**src/hw/scope_pkg.sv**
```systemverilog
//////////////////////////////////////////////////////////////////////
// scope package
// shared widths, sample type, register map and trigger indices
//////////////////////////////////////////////////////////////////////

`default_nettype none

package scope_pkg;

  // sample stream
  localparam int unsigned dw    = 14;
  typedef logic signed [dw-1:0] dat_t;

  // decimator
  localparam int unsigned dcw   = 17;        // decimation counter
  localparam int unsigned dsw   = 4;         // shift amount
  localparam int unsigned sum_w = dw + dcw;  // room for a full window sum

  // acquisition
  localparam int unsigned cw    = 17;        // pre/post counters
  localparam int unsigned tw    = 64;        // timestamp
  localparam int unsigned tn    = 4;         // trigger sources

  // bus
  localparam int unsigned baw   = 7;
  localparam int unsigned bdw   = 32;

  // trigger vector layout
  localparam int unsigned trg_sw_bit   = 0;
  localparam int unsigned trg_edge_bit = 1;
  localparam int unsigned trg_ext_lo   = 2;  // two external inputs from here

  //////////////////////////////////////////////////////////////////////
  // register map
  //////////////////////////////////////////////////////////////////////
  localparam logic [baw-1:0] reg_ctl     = 7'h00;
  localparam logic [baw-1:0] reg_mode    = 7'h04;
  localparam logic [baw-1:0] reg_trg     = 7'h08;
  localparam logic [baw-1:0] reg_pre     = 7'h10;
  localparam logic [baw-1:0] reg_pst     = 7'h14;
  localparam logic [baw-1:0] reg_sts_pre = 7'h18;  // read only
  localparam logic [baw-1:0] reg_sts_pst = 7'h1c;  // read only
  localparam logic [baw-1:0] reg_cts_lo  = 7'h28;
  localparam logic [baw-1:0] reg_cts_hi  = 7'h2c;
  localparam logic [baw-1:0] reg_lvl     = 7'h50;
  localparam logic [baw-1:0] reg_hst     = 7'h54;
  localparam logic [baw-1:0] reg_edg     = 7'h58;
  localparam logic [baw-1:0] reg_avg     = 7'h60;
  localparam logic [baw-1:0] reg_dec     = 7'h64;
  localparam logic [baw-1:0] reg_shr     = 7'h68;

endpackage

`default_nettype wire

```
**src/hw/scope_regs.sv**
```systemverilog
//////////////////////////////////////////////////////////////////////
// scope register bank
// config registers, control pulses and status readback on the bus
//////////////////////////////////////////////////////////////////////

`timescale 1ns/1ps
`default_nettype none

module scope_regs (
  input  logic                        bus,
  input  logic                        rst,
  // bus
  input  logic                        bus_wen,
  input  logic                        bus_ren,
  input  logic [scope_pkg::bdw-1:0]   bus_addr,
  input  logic [scope_pkg::bdw-1:0]   bus_wdata,
  output logic [scope_pkg::bdw-1:0]   bus_rdata,
  output logic                        bus_ack,
  // status from acquisition
  input  logic                        sts_acq,
  input  logic                        sts_trg,
  input  logic [scope_pkg::cw-1:0]    sts_pre,
  input  logic [scope_pkg::cw-1:0]    sts_pst,
  input  logic [scope_pkg::tw-1:0]    cts_trg,
  // control pulses
  output logic                        ctl_rst,
  output logic                        ctl_acq,
  output logic                        ctl_stp,
  output logic                        trg_swo,
  // configuration
  output logic                        cfg_con,
  output logic [scope_pkg::tn-1:0]    cfg_trg,
  output logic [scope_pkg::cw-1:0]    cfg_pre,
  output logic [scope_pkg::cw-1:0]    cfg_pst,
  output scope_pkg::dat_t             cfg_lvl,
  output logic [scope_pkg::dw-1:0]    cfg_hst,
  output logic                        cfg_edg,
  output logic                        cfg_avg,
  output logic [scope_pkg::dcw-1:0]   cfg_dec,
  output logic [scope_pkg::dsw-1:0]   cfg_shr
);

  logic [scope_pkg::baw-1:0] adr;  // decoded low address bits
  logic                      ctl_wr;

  assign adr    = bus_addr[scope_pkg::baw-1:0];
  assign ctl_wr = bus_wen && (adr == scope_pkg::reg_ctl);

  // pulses live only in the write cycle
  assign ctl_rst = ctl_wr & bus_wdata[0];
  assign trg_swo = ctl_wr & bus_wdata[1];
  assign ctl_acq = ctl_wr & bus_wdata[2];
  assign ctl_stp = ctl_wr & bus_wdata[3];

  //////////////////////////////////////////////////////////////////////
  // write side
  //////////////////////////////////////////////////////////////////////
  always_ff @(posedge bus) begin
    if (rst) begin
      cfg_con <= 1'b0;
      cfg_trg <= '0;
      cfg_pre <= '0;
      cfg_pst <= '0;
      cfg_lvl <= '0;
      cfg_hst <= '0;
      cfg_edg <= 1'b0;
      cfg_avg <= 1'b0;
      cfg_dec <= '0;
      cfg_shr <= '0;
    end else if (bus_wen) begin
      case (adr)
        scope_pkg::reg_mode: cfg_con <= bus_wdata[0];
        scope_pkg::reg_trg:  cfg_trg <= bus_wdata[scope_pkg::tn-1:0];
        scope_pkg::reg_pre:  cfg_pre <= bus_wdata[scope_pkg::cw-1:0];
        scope_pkg::reg_pst:  cfg_pst <= bus_wdata[scope_pkg::cw-1:0];
        scope_pkg::reg_lvl:  cfg_lvl <= bus_wdata[scope_pkg::dw-1:0];
        scope_pkg::reg_hst:  cfg_hst <= bus_wdata[scope_pkg::dw-1:0];
        scope_pkg::reg_edg:  cfg_edg <= bus_wdata[0];   // 0 rising, 1 falling
        scope_pkg::reg_avg:  cfg_avg <= bus_wdata[0];
        scope_pkg::reg_dec:  cfg_dec <= bus_wdata[scope_pkg::dcw-1:0];
        scope_pkg::reg_shr:  cfg_shr <= bus_wdata[scope_pkg::dsw-1:0];
        default: ;                                      // ctl and status ignored
      endcase
    end
  end

  //////////////////////////////////////////////////////////////////////
  // read side and acknowledge
  //////////////////////////////////////////////////////////////////////
  always_ff @(posedge bus) begin
    if (rst) bus_ack <= 1'b0;
    else     bus_ack <= bus_wen | bus_ren;  // one cycle after any strobe
  end

  always_ff @(posedge bus) begin
    if (bus_ren) begin
      bus_rdata <= '0;  // zero fill so unmapped reads 0
      case (adr)
        scope_pkg::reg_ctl:     bus_rdata[3:0] <= {~sts_acq, sts_acq, sts_trg, 1'b0};
        scope_pkg::reg_mode:    bus_rdata[0] <= cfg_con;
        scope_pkg::reg_trg:     bus_rdata[scope_pkg::tn-1:0] <= cfg_trg;
        scope_pkg::reg_pre:     bus_rdata[scope_pkg::cw-1:0] <= cfg_pre;
        scope_pkg::reg_pst:     bus_rdata[scope_pkg::cw-1:0] <= cfg_pst;
        scope_pkg::reg_sts_pre: bus_rdata[scope_pkg::cw-1:0] <= sts_pre;
        scope_pkg::reg_sts_pst: bus_rdata[scope_pkg::cw-1:0] <= sts_pst;
        scope_pkg::reg_cts_lo:  bus_rdata <= cts_trg[scope_pkg::bdw-1:0];
        scope_pkg::reg_cts_hi:  bus_rdata <= cts_trg[scope_pkg::tw-1:scope_pkg::bdw];
        scope_pkg::reg_lvl:     bus_rdata[scope_pkg::dw-1:0] <= cfg_lvl;
        scope_pkg::reg_hst:     bus_rdata[scope_pkg::dw-1:0] <= cfg_hst;
        scope_pkg::reg_edg:     bus_rdata[0] <= cfg_edg;
        scope_pkg::reg_avg:     bus_rdata[0] <= cfg_avg;
        scope_pkg::reg_dec:     bus_rdata[scope_pkg::dcw-1:0] <= cfg_dec;
        scope_pkg::reg_shr:     bus_rdata[scope_pkg::dsw-1:0] <= cfg_shr;
        default: ;
      endcase
    end
  end

  // each ack answers a single write or a single read
  a_ack_one_strobe: assert property (
    @(posedge bus) disable iff (rst) bus_ack |-> $past(bus_wen) != $past(bus_ren)
  );

endmodule

`default_nettype wire

```
**src/hw/scope_dec_avg.sv**
```systemverilog
//////////////////////////////////////////////////////////////////////
// decimator with optional window averaging
// keeps one sample per window, or the window sum shifted right
//////////////////////////////////////////////////////////////////////

`timescale 1ns/1ps
`default_nettype none

module scope_dec_avg (
  input  logic                        bus,
  input  logic                        rst,
  input  logic                        ctl_rst,
  input  logic                        cfg_avg,
  input  logic [scope_pkg::dcw-1:0]   cfg_dec,
  input  logic [scope_pkg::dsw-1:0]   cfg_shr,
  input  scope_pkg::dat_t             adc_dat,
  input  logic                        adc_vld,
  output scope_pkg::dat_t             dec_dat,
  output logic                        dec_vld
);

  logic [scope_pkg::dcw-1:0]          cnt;      // position in window
  logic                               win_end;  // last sample of window
  logic signed [scope_pkg::sum_w-1:0] sum;
  logic signed [scope_pkg::sum_w-1:0] acc_in;
  logic signed [scope_pkg::sum_w-1:0] sum_nxt;

  assign win_end = (cnt >= cfg_dec);  // >= so a smaller cfg_dec still wraps

  // first sample of a window starts from zero
  assign acc_in  = (cnt == '0) ? '0 : sum;
  assign sum_nxt = acc_in + scope_pkg::sum_w'(adc_dat);  // sign extended

  // window counter and output strobe
  always_ff @(posedge bus) begin
    if (rst || ctl_rst) begin
      cnt     <= '0;
      dec_vld <= 1'b0;
    end else begin
      dec_vld <= adc_vld & win_end;
      if (adc_vld) begin
        cnt <= win_end ? '0 : cnt + 1'b1;
      end
    end
  end

  // accumulator and output sample
  always_ff @(posedge bus) begin
    if (adc_vld) begin
      sum <= sum_nxt;
      if (win_end) begin
        dec_dat <= cfg_avg ? scope_pkg::dat_t'(sum_nxt >>> cfg_shr) : adc_dat;
      end
    end
  end

  // counter stays inside the window while cfg_dec holds
  a_cnt_in_window: assert property (
    @(posedge bus) disable iff (rst)
    adc_vld ##1 $stable(cfg_dec) |-> cnt <= cfg_dec
  );

endmodule

`default_nettype wire

```
**src/hw/scope_edge.sv**
```systemverilog
//////////////////////////////////////////////////////////////////////
// level crossing trigger
// schmitt style detector with hysteresis and edge select
//////////////////////////////////////////////////////////////////////

`timescale 1ns/1ps
`default_nettype none

module scope_edge (
  input  logic                        bus,
  input  logic                        rst,
  input  logic                        ctl_rst,
  input  logic                        cfg_edg,  // 0 rising, 1 falling
  input  scope_pkg::dat_t             cfg_lvl,
  input  logic [scope_pkg::dw-1:0]    cfg_hst,
  input  scope_pkg::dat_t             dec_dat,
  input  logic                        dec_vld,
  output logic                        trg_out
);

  // two extra bits so level +- hysteresis cannot wrap
  logic signed [scope_pkg::dw+1:0] lvl;
  logic signed [scope_pkg::dw+1:0] hst;
  logic signed [scope_pkg::dw+1:0] dat;
  logic                            armed;

  assign lvl = cfg_lvl;
  assign hst = signed'({2'b00, cfg_hst});
  assign dat = dec_dat;

  always_ff @(posedge bus) begin
    if (rst || ctl_rst) begin
      armed   <= 1'b0;
      trg_out <= 1'b0;
    end else begin
      trg_out <= 1'b0;  // single cycle pulse
      if (dec_vld) begin
        if (!cfg_edg) begin
          if (armed && dat >= lvl) begin
            trg_out <= 1'b1;
            armed   <= 1'b0;
          end else if (dat < lvl - hst) begin
            armed <= 1'b1;  // went below band, arm
          end
        end else begin
          if (armed && dat <= lvl) begin
            trg_out <= 1'b1;
            armed   <= 1'b0;
          end else if (dat > lvl + hst) begin
            armed <= 1'b1;  // mirrored for falling edge
          end
        end
      end
    end
  end

endmodule

`default_nettype wire

```
**src/hw/scope_acq.sv**
```systemverilog
//////////////////////////////////////////////////////////////////////
// acquisition control
// pre/post trigger counting, trigger timestamp, irqs, output gate
//////////////////////////////////////////////////////////////////////

`timescale 1ns/1ps
`default_nettype none

module scope_acq (
  input  logic                        bus,
  input  logic                        rst,
  input  logic                        ctl_rst,
  input  logic                        ctl_acq,
  input  logic                        ctl_stp,
  input  logic                        cfg_con,  // continuous, no auto stop
  input  logic [scope_pkg::tn-1:0]    cfg_trg,
  input  logic [scope_pkg::cw-1:0]    cfg_pre,
  input  logic [scope_pkg::cw-1:0]    cfg_pst,
  input  logic [scope_pkg::tn-1:0]    trg_src,
  input  logic [scope_pkg::tw-1:0]    cts,
  input  scope_pkg::dat_t             dec_dat,
  input  logic                        dec_vld,
  output scope_pkg::dat_t             sto_dat,
  output logic                        sto_vld,
  output logic                        sto_lst,
  output logic                        sts_acq,
  output logic                        sts_trg,
  output logic [scope_pkg::cw-1:0]    sts_pre,
  output logic [scope_pkg::cw-1:0]    sts_pst,
  output logic [scope_pkg::tw-1:0]    cts_trg,
  output logic                        irq_trg,
  output logic                        irq_stp
);

  logic pre_done;  // enough pre-trigger samples
  logic trg_hit;   // trigger accepted this cycle
  logic pst_end;   // last post-trigger sample

  assign pre_done = (sts_pre >= cfg_pre);
  assign trg_hit  = sts_acq && !sts_trg && pre_done && |(trg_src & cfg_trg)
                    && !ctl_acq && !ctl_rst;
  assign pst_end  = sts_acq && sts_trg && dec_vld && !cfg_con
                    && (sts_pst + 1'b1 >= cfg_pst);

  // output is a plain gate, no added latency
  assign sto_dat = dec_dat;
  assign sto_vld = dec_vld & sts_acq;
  assign sto_lst = pst_end;

  //////////////////////////////////////////////////////////////////////
  // acquisition state
  //////////////////////////////////////////////////////////////////////
  always_ff @(posedge bus) begin
    if (rst || ctl_rst) begin
      sts_acq <= 1'b0;
      sts_trg <= 1'b0;
      sts_pre <= '0;
      sts_pst <= '0;
      irq_trg <= 1'b0;
      irq_stp <= 1'b0;
    end else begin
      irq_trg <= 1'b0;
      irq_stp <= 1'b0;
      if (ctl_acq) begin  // (re)start
        sts_acq <= 1'b1;
        sts_trg <= 1'b0;
        sts_pre <= '0;
        sts_pst <= '0;
      end else if (sts_acq) begin
        if (ctl_stp || pst_end) begin
          sts_acq <= 1'b0;
          irq_stp <= 1'b1;
        end
        if (trg_hit) begin
          sts_trg <= 1'b1;
          irq_trg <= 1'b1;
        end
        if (dec_vld) begin
          if (sts_trg) sts_pst <= sts_pst + 1'b1;
          else if (!pre_done) sts_pre <= sts_pre + 1'b1;  // saturates at cfg_pre
        end
      end
    end
  end

  // timestamp of the accepted trigger
  always_ff @(posedge bus) begin
    if (trg_hit) cts_trg <= cts;
  end

  // triggered state only ever comes from an accepted trigger
  a_trg_accepted: assert property (
    @(posedge bus) disable iff (rst) $rose(sts_trg) |-> $past(trg_hit) && irq_trg
  );

endmodule

`default_nettype wire

```
**src/hw/scope_top.sv**
```systemverilog
//////////////////////////////////////////////////////////////////////
// scope channel top level
// register bank, decimator, edge trigger and acquisition control
//////////////////////////////////////////////////////////////////////

`timescale 1ns/1ps
`default_nettype none

module scope_top (
  input  logic                        bus,
  input  logic                        rst,
  // bus
  input  logic                        bus_wen,
  input  logic                        bus_ren,
  input  logic [scope_pkg::bdw-1:0]   bus_addr,
  input  logic [scope_pkg::bdw-1:0]   bus_wdata,
  output logic [scope_pkg::bdw-1:0]   bus_rdata,
  output logic                        bus_ack,
  // adc stream in, samples out
  input  scope_pkg::dat_t             adc_dat,
  input  logic                        adc_vld,
  output scope_pkg::dat_t             sto_dat,
  output logic                        sto_vld,
  output logic                        sto_lst,
  // time and triggers
  input  logic [scope_pkg::tw-1:0]    cts,
  input  logic [1:0]                  trg_ext,
  output logic                        trg_out,
  output logic                        trg_swo,
  output logic                        irq_trg,
  output logic                        irq_stp
);

  logic                      ctl_rst, ctl_acq, ctl_stp;
  logic                      cfg_con, cfg_edg, cfg_avg;
  logic [scope_pkg::tn-1:0]  cfg_trg;
  logic [scope_pkg::cw-1:0]  cfg_pre, cfg_pst;
  scope_pkg::dat_t           cfg_lvl;
  logic [scope_pkg::dw-1:0]  cfg_hst;
  logic [scope_pkg::dcw-1:0] cfg_dec;
  logic [scope_pkg::dsw-1:0] cfg_shr;
  logic                      sts_acq, sts_trg;
  logic [scope_pkg::cw-1:0]  sts_pre, sts_pst;
  logic [scope_pkg::tw-1:0]  cts_trg;
  scope_pkg::dat_t           dec_dat;    // decimated stream
  logic                      dec_vld;
  logic [scope_pkg::tn-1:0]  trg_src;    // all trigger sources

  assign trg_src[scope_pkg::trg_sw_bit]     = trg_swo;
  assign trg_src[scope_pkg::trg_edge_bit]   = trg_out;
  assign trg_src[scope_pkg::trg_ext_lo +: 2] = trg_ext;

  scope_regs i_scope_regs (
    .bus, .rst, .bus_wen, .bus_ren, .bus_addr, .bus_wdata, .bus_rdata, .bus_ack,
    .sts_acq, .sts_trg, .sts_pre, .sts_pst, .cts_trg,
    .ctl_rst, .ctl_acq, .ctl_stp, .trg_swo,
    .cfg_con, .cfg_trg, .cfg_pre, .cfg_pst, .cfg_lvl, .cfg_hst, .cfg_edg,
    .cfg_avg, .cfg_dec, .cfg_shr
  );

  scope_dec_avg i_scope_dec_avg (
    .bus, .rst, .ctl_rst, .cfg_avg, .cfg_dec, .cfg_shr,
    .adc_dat, .adc_vld, .dec_dat, .dec_vld
  );

  scope_edge i_scope_edge (
    .bus, .rst, .ctl_rst, .cfg_edg, .cfg_lvl, .cfg_hst, .dec_dat, .dec_vld, .trg_out
  );

  scope_acq i_scope_acq (
    .bus, .rst, .ctl_rst, .ctl_acq, .ctl_stp, .cfg_con, .cfg_trg, .cfg_pre, .cfg_pst,
    .trg_src, .cts, .dec_dat, .dec_vld,
    .sto_dat, .sto_vld, .sto_lst, .sts_acq, .sts_trg, .sts_pre, .sts_pst, .cts_trg,
    .irq_trg, .irq_stp
  );

endmodule

`default_nettype wire

```
**config.mk**
```make
export PLATFORM = sky130hd
export DESIGN_NAME = scope_top
export DESIGN_NICKNAME = d
export VERILOG_FILES = /design/src/hw/scope_pkg.sv /design/src/hw/scope_regs.sv /design/src/hw/scope_dec_avg.sv /design/src/hw/scope_edge.sv /design/src/hw/scope_acq.sv /design/src/hw/scope_top.sv
export SDC_FILE = /design/constraint.sdc
export NUM_CORES = 1
export LEC_CHECK = 0
export BUFFER_PORTS_ARGS = -buffer_cell sky130_fd_sc_hd__buf_2
export CORE_AREA = 2 2 217 219
export CTS_BUF_LIST = sky130_fd_sc_hd__clkbuf_4
export DETAILED_ROUTE_END_ITERATION = 10
export DIE_AREA = 0 0 219 221
export GPL_ROUTABILITY_DRIVEN = 1
export SLEW_MARGIN = 0
export SYNTH_ARGS = -nofsm -noshare
export SYNTH_HDL_FRONTEND = slang
export SYNTH_SLANG_ARGS = --single-unit
```
**constraint.sdc**
```tcl
create_clock -name bus -period 10.47 [get_ports bus]
set_clock_uncertainty 0.15 [all_clocks]
set_input_delay 1.047 -clock bus [delete_from_list [all_inputs] [get_ports bus]]
set_output_delay 1.047 -clock bus [all_outputs]
set_load 0.05 [all_outputs]
```
; Word-level counts from Yosys, hierarchy flattened
; Index checks and enable logic that the tools add are counted.
; Widths: inputs -> output; s select.
[totals]
elab_cells = 127
regBits = 290
in_bits = 149
out_inout_bits = 53
[classes]
addsub = 6
n_shift = 1
reduce_logical = 40
magnitude_cmp = 7
n_mux = 21
n_bitwise = 12
n_eq_ne = 15
[op_table]
columns = cell, n
row1 = $pmux 10 s9, 1
row2 = $add 17x1->17 const B, 3
row3 = $ge 17x17->1, 3
row4 = $eq 7x7->1 const B, 6
row5 = $pmux 3 s12, 1
row6 = $add 31x14->31, 1
row7 = $mux 31, 1
row8 = $sshr 31x4->14, 1
row9 = $pmux 15 s2, 1
row10 = $eq 7x5->1 const B, 4
row11 = $reduce_and 2->1, 12
row12 = $pmux 3 s7, 1
row13 = $logic_not 17->1, 1
row14 = $mux 17, 1
row15 = $add 14x15->16, 1
row16 = $gt 14x16->1, 1
row17 = $lt 14x16->1, 1
row18 = $sub 14x15->16, 1
row19 = $eq 7x6->1 const B, 2
row20 = $ge 14x14->1, 1
row21 = $le 14x14->1, 1
row22 = $mux 14, 1
row23 = $pmux 1 s14, 1
row24 = $mux 1, 13
row25 = other kinds (17), 42

; Longest topological paths before layout
; Gate-level depths: netlist of the first run.
[logic_depth]
ltp_word = 9
ltp_mapped = 21
depth_no_buf = 21

; Cells and area by module
; Synthesis of the first run repeated with hierarchy kept, for this count alone.
[hier_totals]
hier_cells = 2130
hier_area_um2 = 19546.2
[by_module_without_submodules]
columns = module, area_each_um2, seq_area_each_um2, instances, cells_each
row1 = scope_dec_avg, 6266.0, 1651.6, 1, 726
row2 = scope_regs, 5778.0, 2782.7, 1, 622
row3 = scope_acq, 4829.6, 2682.6, 1, 428
row4 = scope_edge, 2672.6, 40.0, 1, 354

; Least setup slack after synthesis of the first run
; OpenSTA, ideal clock, no wires.
[synth_path]
path_kind = register to register
start = register i_scope_dec_avg.cnt[0] (netlist name)
end = register i_scope_dec_avg.dec_dat[3] (data pin)
setup_ns = 0.260
setup_slack_ns = 5.850
arrival_ns = 4.209
stages_incl_launch_ff = 20
n_path_buf = 2
required_ns = 10.060
period_less_slack_ns = 4.620
path_cell_list = dfxtp_1 > inv_1 > ha_1 > nor4b_1 > nand4_1 > clkbuf_1 > clkbuf_1 > and2_1 > ha_1 > inv_1 > fa_1 > nand2b_1 > a21oi_2 > o2111ai_4 > a21oi_1 > mux2i_1 > a211o_1 > mux2_2 > mux4_2 > mux2_4
[synth_between]
elab_chain_cells = 5
[synth_lines]
columns = element, line
row1 = "start, declared", scope_dec_avg.sv:22  ; logic [scope_pkg::dcw-1:0] cnt;
row2 = "start signal, assigned", scope_dec_avg.sv:42  ; cnt <= win_end ? '0 : cnt + 1'b1;
row3 = $logic_not 17->1, scope_dec_avg.sv:31  ; assign acc_in = (cnt == '0) ? '0 : sum;
row4 = $mux 31, scope_dec_avg.sv:31
row5 = $add 31x14->31, scope_dec_avg.sv:32  ; assign sum_nxt = acc_in + scope_pkg::sum_w'(adc_dat);
row6 = $sshr 31x4->14, scope_dec_avg.sv:52  ; dec_dat <= cfg_avg ? scope_pkg::dat_t'(sum_nxt >>> cfg_shr) : adc_dat;
row7 = $mux 14, scope_dec_avg.sv:52
row8 = "end signal, assigned", scope_dec_avg.sv:52
row9 = "end, declared", scope_dec_avg.sv:18  ; output scope_pkg::dat_t dec_dat,
; Every way passes these cells.
; A chain may end at the register's enable or synchronous reset.

; Worst setup path in the final report of the first run
[layout_path]
start = register i_scope_acq.sts_pst[0] (netlist name)
end = output port sto_lst
[layout_between]
elab_chain_cells = 3
[layout_lines]
columns = element, line
row1 = "start, declared", scope_acq.sv:29  ; output logic [scope_pkg::cw-1:0] sts_pst,
row2 = "start signal, assigned", scope_acq.sv:79  ; if (sts_trg) sts_pst <= sts_pst + 1'b1;
row3 = $add 17x1->17, scope_acq.sv:43  ; && (sts_pst + 1'b1 >= cfg_pst);
row4 = $ge 17x17->1, scope_acq.sv:43
row5 = $logic_and 1x1->1, scope_acq.sv:43
row6 = "end, declared", scope_top.sv:24  ; output logic sto_lst,
; Every way passes these cells.

==> impl.org, run 1 <==
** Placed design
- Input and output buffers added on the ports amount to 161.
- The wire-length estimate of the detail-placed layout is 42,600 microns.
- Routability-driven placement finished with a final weighted congestion of roughly 0.94.
- Placement-stage cell area :: 0.0196 sq mm

** Floorplanning
- Die Ht :: 221 microns
- Total number of placement rows :: 79
- From left edge to right edge, the die measures 219 microns.
- Core Box Area :: between 0.04 and 0.05 sq mm
- I/O Pins :: 202
- The die covers 0.0484 sq mm.
- For this configuration, the core starts out at a cell density of 39.6%.

** Critical path
- Startpoint of the worst-slack reg-to-reg timing path :: i_scope_dec_avg.cnt[0]$_SDFFE_PP0P_
- Cell depth of the worst setup path :: 12
- Capture instance of the worst register-to-register path :: i_scope_dec_avg.dec_dat[9]$_DFFE_PP_
- The number of buffers and inverters on the critical path is 1.
- Along the worst path, the maximum fanout reaches 5.
- The worst setup path is launched from a register.
- For the worst setup path, the data required time is 9.27 ns.
- Grouping stages by cell kind, the critical path spends the most delay in simple AND/OR/NAND/NOR gates.
- The slowest stage of the critical path belongs to the cell sky130_fd_sc_hd__or3_1.
- Walking the worst path, the cells encountered are ha_1 > and3_1 > nand3_1 > or3_1 > xnor2_1 > ha_1 > nand4_1 > nor4_1 > a211o_1 > a211o_1 > o21a_1 > buf_2.
- Data on the critical path arrives at its endpoint at 4.16 ns.
- The critical path is of the reg -> out type.
- For the worst flop-to-flop path, the logic depth is 18.
- For this run, the slowest stage of the critical path takes roughly 0.50 ns.
- Critical path endpoint category :: output pin
- Register-to-register path setup slack :: 5.17 ns

** GRT
- The number of antenna violations at the first check in global routing was 8.
- Vias in the first global route :: between 15,000 and 20,000
- GRT Util Overall :: 23.9%
- First-pass GRT wire length :: 90,300 microns
- Final global-route overflow total :: 0
- Entering global routing, the biggest net connects 94 pins.

** STA
- Slew @ Worst Pin :: 1.14 ns
- The worst path uses around half of the clock period.
- Setup repair after global routing left no endpoint under its margin.
- The tightest hold path in the finished design has a slack of 0.266 ns.
- Final Setup Violations :: 0
- Worst relative slew slack :: around 22%
- Adding up every negative setup slack in the final design gives 0 ns.
- The count of pins over their slew limit was 0.
- Highest achievable clock rate :: 0.187 GHz
- The number of hold violations in the final report is 0.
- The routed design could run at a clock period as short as 5.36 ns.

** Drt
- Overall routed net length :: 58,400 microns
- Routed via count divided by cell count :: 5.70
- Number of design-rule violations left by the first detailed-router iteration :: ~1,400
- Dividing the detail-routed wire length by the instance count gives ~20 microns.
- The first TritonRoute pass finished after 6 iterations.
- The final route contains 16,500 vias.
- In the routed design, unresolved DRC markers number 0.
- Number of antenna-violating nets in the routed design :: 0

** Logic synthesis
- Cell type with the largest total area after synthesis :: sky130_fd_sc_hd__edfxtp_1
- The number of nets handed over by synthesis was 2,350.
- Sequential fraction of the synthesis area :: 39.3%
- The top cell type by area accounts for between 20% and 30% of the synthesized area.
- In the synthesized netlist the dominant register cell turns out to be sky130_fd_sc_hd__dfxtp_1.
- The synthesized design contains 139 enable-type register cells.
- The synthesized design contains around 290 register bits.
- After technology mapping, the gate count stands at 2,041.
- Synth area leaders :: sky130_fd_sc_hd__edfxtp_1 (23%), sky130_fd_sc_hd__dfxtp_1 (16%), sky130_fd_sc_hd__ha_1 (11%)
- Number of library cell types mapped by synthesis :: between 80 and 90
- Post-Synthesis Cell Area :: 0.0182 sq mm
- Average footprint of a synthesized cell :: 8.93 sq um
- Post-synthesis async set-or-reset flop share :: 0%
- For this run, the number of Yosys warnings is 0.

** Power
- Areal power density over the cells :: 128 mW/mm^2
- Total leakage power :: 8.01 nW
- Highest ir drop seen on vdd :: 0.103 mV

** Clock network
- CTS root buf :: sky130_fd_sc_hd__clkbuf_4
- Number of buffers created by CTS :: 84
- Buffers inserted to repair hold after CTS numbered 0.
- Number of post-CTS setup repair buffers :: 0
- Clock-pin slew on the worst setup and hold paths :: 0.06 ns
- At the later pin of the worst-skew pair, clock insertion delay measures 0.80 ns.
- CTS tree :: done
- In this run the number of H-tree levels came out at 3.
- Max clock buf depth :: 3
- The clock net in this run drives a total of 288 sinks.
- Quantity of gates resized following cts :: 0

** Layout
- Leaving out fill and tap cells, the most frequent cell in the layout is sky130_fd_sc_hd__nand2_1.
- Leaving out fill and tap cells, the most frequent cells in the layout are sky130_fd_sc_hd__nand2_1 (286), sky130_fd_sc_hd__a21oi_1 (175), sky130_fd_sc_hd__buf_2 (161), sky130_fd_sc_hd__ha_1 (157), sky130_fd_sc_hd__dfxtp_1 (149).
- Share of cells above drive strength 1 :: between 10% and 20%
- Net total in the final layout :: 2,520
- Layout overhead on the synthesized area :: 13.8%
- After routing the design area is ~0.021 sq mm.

** Min path
- Worst min path class :: in -> reg
- Hold Crit Depth :: 1
- The startpoint identified for the worst hold timing path is cts[33].
- Endpoint of the worst hold path :: i_scope_acq.cts_trg[33]$_DFFE_PP_

** Run
- MaxCap Viol Count :: 0

** Outcome
- The flow ran to the end, and the final reports show no timing, DRC or antenna violations.
kinds of logic (layout without fill, tap and decap cells):
kind of cell               Yosys count  after routing  share of synthesized area, %
xor gates and xnor gates            99             99                          4.76
adders and majority gates          160            160                          11.1
and+or+nand+nor                    717            717                          18.5
buffers and inverters              219            457                          4.54
muxes                               34             34                          2.08
AOI/OAI and AO/OA                  524            524                          19.8
DFF                                288            288                          39.3
other                                0              6                             0
per-layer routing:
metal / global-route usage (%) / up-vias / part of all wire, %
met3: 5.77 / 112 / 7.5
li1: - / 7849 / -
met5: 0 / - / 0.079
met4: 8.44 / 6 / 2.9
met2: 37.9 / 604 / 46
met1: 31.6 / 7900 / 43
cell type report:
| cell class | count | area (sq um) |
|---|---|---|
| Clock inverter | 33 | 243 |
| Fill cell | 4543 | 25300 |
| Inverter | 123 | 462 |
| Clock buffer | 121 | 908 |
| Multi-Input combinational cell | 1534 | 10200 |
| Sequential cell | 288 | 7160 |
| Tap cell | 607 | 759 |
| Antenna cell | 6 | 15.0 |
| Timing Repair Buffer | 180 | 948 |
report_power, final:
part | leakage [nW] | internal, W | switching (W)
registers | 2.53 | 0.00120 | 0.0000116
clock network | 0.659 | 0.000631 | 0.000516
logic | 4.82 | 0.0000988 | 0.000188
per-stage QoR:
step / utilization (%) / setup slack [ns] / total power (W) / std cells
3_3_place_gp: 42.5 / 5.22 / 0.00152 / 2732
5_1_grt: 45.0 / 4.81 / 0.00277 / 2888
2_1_floorplan: - / 5.85 / 0.00142 / 2041
3_5_place_dp: 42.5 / 5.26 / 0.00152 / 2732
6_report: 45.0 / 5.11 / 0.00265 / 2892
4_1_cts: 45.0 / 5.08 / 0.00268 / 2886
worst max-delay path by stage:
stage / startpoint / end / slack (ns)
finish: i_scope_acq.sts_pst[0]$_SDFFE_PP0P_ / sto_lst / 5.11
global route: i_scope_dec_avg.cnt[0]$_SDFFE_PP0P_ / i_scope_dec_avg.dec_dat[9]$_DFFE_PP_ / 4.81
CTS: i_scope_acq.sts_pst[0]$_SDFFE_PP0P_ / sto_lst / 5.08
detailed placement: i_scope_dec_avg.cnt[0]$_SDFFE_PP0P_ / i_scope_dec_avg.dec_dat[9]$_DFFE_PP_ / 5.26
global placement: i_scope_dec_avg.cnt[0]$_SDFFE_PP0P_ / i_scope_dec_avg.dec_dat[9]$_DFFE_PP_ / 5.22
floorplan: i_scope_dec_avg.cnt[0]$_SDFFE_PP0P_ / i_scope_dec_avg.dec_dat[3]$_DFFE_PP_ / 5.85
flip-flops by register name (all words and copies together), names as in the netlist, 17 cells and up:
register / flops
i_scope_regs.bus_rdata: 32
i_scope_regs.cfg_dec: 17
i_scope_regs.cfg_pst: 17
i_scope_dec_avg.cnt: 17
i_scope_acq.cts_trg: 64
i_scope_acq.sts_pst: 17
i_scope_regs.cfg_pre: 17
i_scope_dec_avg.sum: 29
i_scope_acq.sts_pre: 17
cell usage after synthesis (13+ instances only):
library cell / count
sky130_fd_sc_hd__o21a_1: 20
sky130_fd_sc_hd__inv_1: 122
sky130_fd_sc_hd__mux2i_1: 24
sky130_fd_sc_hd__a22o_1: 29
sky130_fd_sc_hd__a21o_1: 25
sky130_fd_sc_hd__o21ai_0: 57
sky130_fd_sc_hd__nand3_1: 63
sky130_fd_sc_hd__edfxtp_1: 139
sky130_fd_sc_hd__nor2_1: 137
sky130_fd_sc_hd__dfxtp_1: 149
sky130_fd_sc_hd__xor2_1: 34
sky130_fd_sc_hd__nand2_1: 286
sky130_fd_sc_hd__nand4_1: 35
sky130_fd_sc_hd__xnor2_1: 65
sky130_fd_sc_hd__nor4_1: 14
sky130_fd_sc_hd__a21oi_1: 175
sky130_fd_sc_hd__a221oi_1: 16
sky130_fd_sc_hd__and2_1: 44
sky130_fd_sc_hd__nor3_1: 32
sky130_fd_sc_hd__a222oi_1: 14
sky130_fd_sc_hd__a22oi_1: 30
sky130_fd_sc_hd__nor2b_1: 18
sky130_fd_sc_hd__a211oi_1: 22
sky130_fd_sc_hd__or3_1: 13
sky130_fd_sc_hd__and3_1: 16
sky130_fd_sc_hd__clkbuf_1: 87
sky130_fd_sc_hd__ha_1: 157
sky130_fd_sc_hd__o211ai_1: 16
sky130_fd_sc_hd__nand2b_1: 21
Note: power is estimated with default switching activity, not from simulation.
==> inputs of run 2 (changes only) <==
Clock period 10.47 ns to 4.5 ns, I/O delays scaled along.
==> run 2 against run 1 <==
Register-to-register slack lost 5.1 ns; sequential cell count is the same; first-iteration DRC count grew 7.2%; critical path type is now reg -> reg; critical endpoint is now i_scope_dec_avg.dec_dat[3]$_DFFE_PP_; largest cell class unchanged; highest routed layer unchanged.
==> impl.org, run 2 (same netlist as run 1, synthesis figures left out) <==
** Critical path
- Data arrival time of the critical path :: 4.82 ns (+0.66 ns)
- Kind of launch point of the worst setup path :: register
- Critical Path RT :: 4.93 ns (-4.34 ns)
- Register-to-register path setup slack :: 0.11 ns (-5.06 ns)
- By startpoint and endpoint, the worst setup path is classified as reg -> reg.
- Critical path endpoint category :: register
- Maximum net fanout on the critical path :: 6 (+1)

** Floorplanning
- Initial cell density of the core :: 39.6% (unchanged)
- Total number of placement rows :: 79 (unchanged)
- The chip width is 219 microns (unchanged).
- Core Box Area :: 0.0461 sq mm (unchanged)
- The count of boundary I/O pins is 202 (unchanged).
- The y dimension of the die is 221 microns (unchanged).
- The die area is 0.0484 sq mm (unchanged).

** GRT
- The final global-route overflow total was 0 (unchanged).
- The wire length of the first global-routing pass came to 94,800 microns (+5.0%).
- Vias in the first global route :: 17,100 (+6.2%)
- Number of antenna violations at the first check in global routing :: 6 (-2)
- The overall routing resource usage was 25.2% (+1.3 points).
- Maximum number of pins on one net before global-route repair :: 92 (-2.1%)

** Layout
- The filler cell count in the final layout came to 4,404 (-3.1%).
- Most common library cell in the layout ignoring fill and taps :: sky130_fd_sc_hd__nand2_1
- In the final layout, the registers with the most flip-flops are i_scope_acq.cts_trg: 64 flops, i_scope_regs.bus_rdata: 32 flops, i_scope_dec_avg.sum: 29 flops.
- The final net count came to 2,743 (+8.8%).
- The flip-flop count of the largest register after layout was 64 (unchanged).
- Commonest cells after routing, fill and taps aside :: sky130_fd_sc_hd__nand2_1 (285), sky130_fd_sc_hd__a21oi_1 (169), sky130_fd_sc_hd__buf_2 (160), sky130_fd_sc_hd__ha_1 (149), sky130_fd_sc_hd__dfxtp_1 (142)
- Layout overhead on the synthesized area :: 26.1%
- The summed area of non-filler cells in the final layout was 0.0230 sq mm (+11%).
- Counting flops per register, the top entry is i_scope_acq.cts_trg.
- Share of cells above drive strength 1 :: 21.5% (+6.2 points)

** STA
- The count of pins over their slew limit is 0 (unchanged).
- Crit path time final :: 4.39 ns
- Final sum of negative setup slack :: 0 ns (unchanged)
- Of the available clock period, the critical path in the final layout requires between 90% and 100%.
- The final number of setup-violating endpoints came to 0 (unchanged).
- Derived from the worst setup path, the maximum achievable clock frequency is between 0.2 and 0.25 GHz.
- The slew at the pin with the worst max-slew slack was 1.09 ns (-0.0527 ns).
- Worst Slack Setup Final :: 0.111 ns (-5.00 ns)
- The number of hold violations in the final report is 0 (unchanged).
- The worst max-slew margin expressed relative to the limit was 27.6% (+5.5 points).

** Clock network
- The sink count of the clock tree was 288 (unchanged).
- CTS root buf :: sky130_fd_sc_hd__clkbuf_4
- The H-tree depth was 3 (unchanged).
- CTS tree :: done
- Number of buffers created by CTS :: 85 (+1.2%)
- The clock tree buffer depth came to 3 (unchanged).
- Worst skew pair latency :: 0.82 ns (+0.02 ns)
- The clock-pin transition on the worst setup and hold timing paths came to 0.06 ns (about the same).

** Power
- Highest ir drop seen on vdd :: 0.228 mV (+120%)
- Total leakage power :: 9.08 nW (+13%)
- The power consumption came to 0.00628 W (+140%).
- The power per cell area was 273 mW/mm^2 (+110%).

** Min path
- Worst min path class :: in -> reg

** Placed design
- The half-perimeter wire length after placement is 44,100 microns (+3.7%).
- Placement-stage cell area :: 0.0204 sq mm (+4.0%)
- Count of port buffers added during placement :: 161 (unchanged)
- Routability cong. :: 0.934 (-0.90%)
- The worst slack after detailed placement was -0.126 ns (-5.38 ns).

** Drt
- The total wire length after detailed routing is 61,500 microns (+5.4%).
- Via count :: 17,500 (+6.1%)
- The average wire per standard cell was 19.8 microns (-2.2%).
- First-pass iteration count of the detailed router :: 8 (+2)
- The number of DRC violations after detailed-routing iteration 0 is 1,490 (+7.2%).
- Count of unresolved DRC violations after routing :: 0 (unchanged)
- The remaining number of nets flagged by the antenna check after routing is 0 (unchanged).
- Routed via count divided by cell count :: 5.61 (-1.5%)

** Outcome
- The flow ran to the end, and the final reports show no timing, DRC or antenna violations.

** Run
- The max-capacitance violation count is 0 (unchanged).
==> run 2: cell count changes in the layout (fill, tap and decap cells not counted), moves of 5 or more <==
cell	change
sky130_fd_sc_hd__dlygate4sd3_1	+102
sky130_fd_sc_hd__ha_2	+5
sky130_fd_sc_hd__a21oi_1	-6
sky130_fd_sc_hd__clkinv_1	-7
sky130_fd_sc_hd__buf_4	+117
sky130_fd_sc_hd__dfxtp_1	-7
sky130_fd_sc_hd__ha_1	-8
sky130_fd_sc_hd__clkbuf_4	+12
sky130_fd_sc_hd__nor4_1	-5
sky130_fd_sc_hd__a2111oi_0	-5
==> run 2: final timing paths <==
check                                                            from                                     to  cells past startpoint
worst max-delay path              i_scope_dec_avg.cnt[1]$_SDFFE_PP0P_   i_scope_dec_avg.dec_dat[3]$_DFFE_PP_                     17
worst min-delay path                                      bus_addr[6]   i_scope_regs.cfg_shr[3]$_SDFFE_PP0P_                      5
worst max register to register    i_scope_dec_avg.cnt[1]$_SDFFE_PP0P_   i_scope_dec_avg.dec_dat[3]$_DFFE_PP_                     17
worst min register to register  i_scope_regs.cfg_pre[10]$_SDFFE_PP0P_  i_scope_regs.cfg_pre[10]$_SDFFE_PP0P_                      2
==> run 2: timing repair <==
item | 4_1_cts | 5_1_grt
endpoints found under the hold margin | 174 | 0
pin swaps | 4 | 17
hold buffers | 102 | 0
endpoints found under the setup margin | 6 | 14
setup buffers | 4 | 12
gates resized for setup | 21 | 63
==> run 2: critical path, stage by stage, from the launching register on <==
cell and delay (ns):
sky130_fd_sc_hd__dfxtp_2 0.32, sky130_fd_sc_hd__inv_2 0.07, sky130_fd_sc_hd__ha_4 0.14, sky130_fd_sc_hd__nor4b_4 0.17, sky130_fd_sc_hd__nand4_1 0.13, sky130_fd_sc_hd__buf_6 0.17
sky130_fd_sc_hd__buf_6 0.12, sky130_fd_sc_hd__and2_4 0.14, sky130_fd_sc_hd__ha_2 0.17, sky130_fd_sc_hd__a21o_1 0.19, sky130_fd_sc_hd__or3_4 0.40, sky130_fd_sc_hd__o2111ai_4 0.30
sky130_fd_sc_hd__o211ai_2 0.15, sky130_fd_sc_hd__xor2_1 0.20, sky130_fd_sc_hd__a211o_1 0.33, sky130_fd_sc_hd__mux2_4 0.29, sky130_fd_sc_hd__mux4_2 0.47, sky130_fd_sc_hd__mux2_4 0.28
==> run 2: area by class of cell <==
type                       count  area (sq um)  share of cell area, %
multi-input combinational   1534         10600                   46.0
sequential                   288          7180                   31.2
timing repair buffer         402          2890                   12.6
clock buffer                 133           998                   4.34
tap                          607           759                   3.30
inverter                     123           462                   2.01
clock inverter                24           113                  0.490
antenna                        4          10.0                 0.0436
==> run 2: power breakdown <==
part           internal, W  switching (W)  leakage, nW
sequential         0.00280      0.0000288         2.54
clock              0.00135        0.00125        0.660
combinational     0.000373       0.000490         5.89
total              0.00452        0.00176         9.08
==> run 2: per-layer routing <==
layer  track usage [%]  vias up  share of wire (%)
li1                  -     8308                  -
met1              32.8     8309                 42
met2              39.4      669                 46
met3              6.06      178                7.6
met4              11.4        4                4.2
met5                 0        -              0.033
==> run 2: stage by stage <==
| stage | hold slack [ns] | utilization, % | std cells |
|---|---|---|---|
| after floorplan | 0.299 | - | 2041 |
| after global placement | 0.310 | 44.2 | 2836 |
| after detailed placement | 0.314 | 44.2 | 2836 |
| after CTS | 0.00910 | 49.1 | 3099 |
| after global routing | 0.0620 | 49.9 | 3115 |
| final | 0.0961 | 49.9 | 3115 |
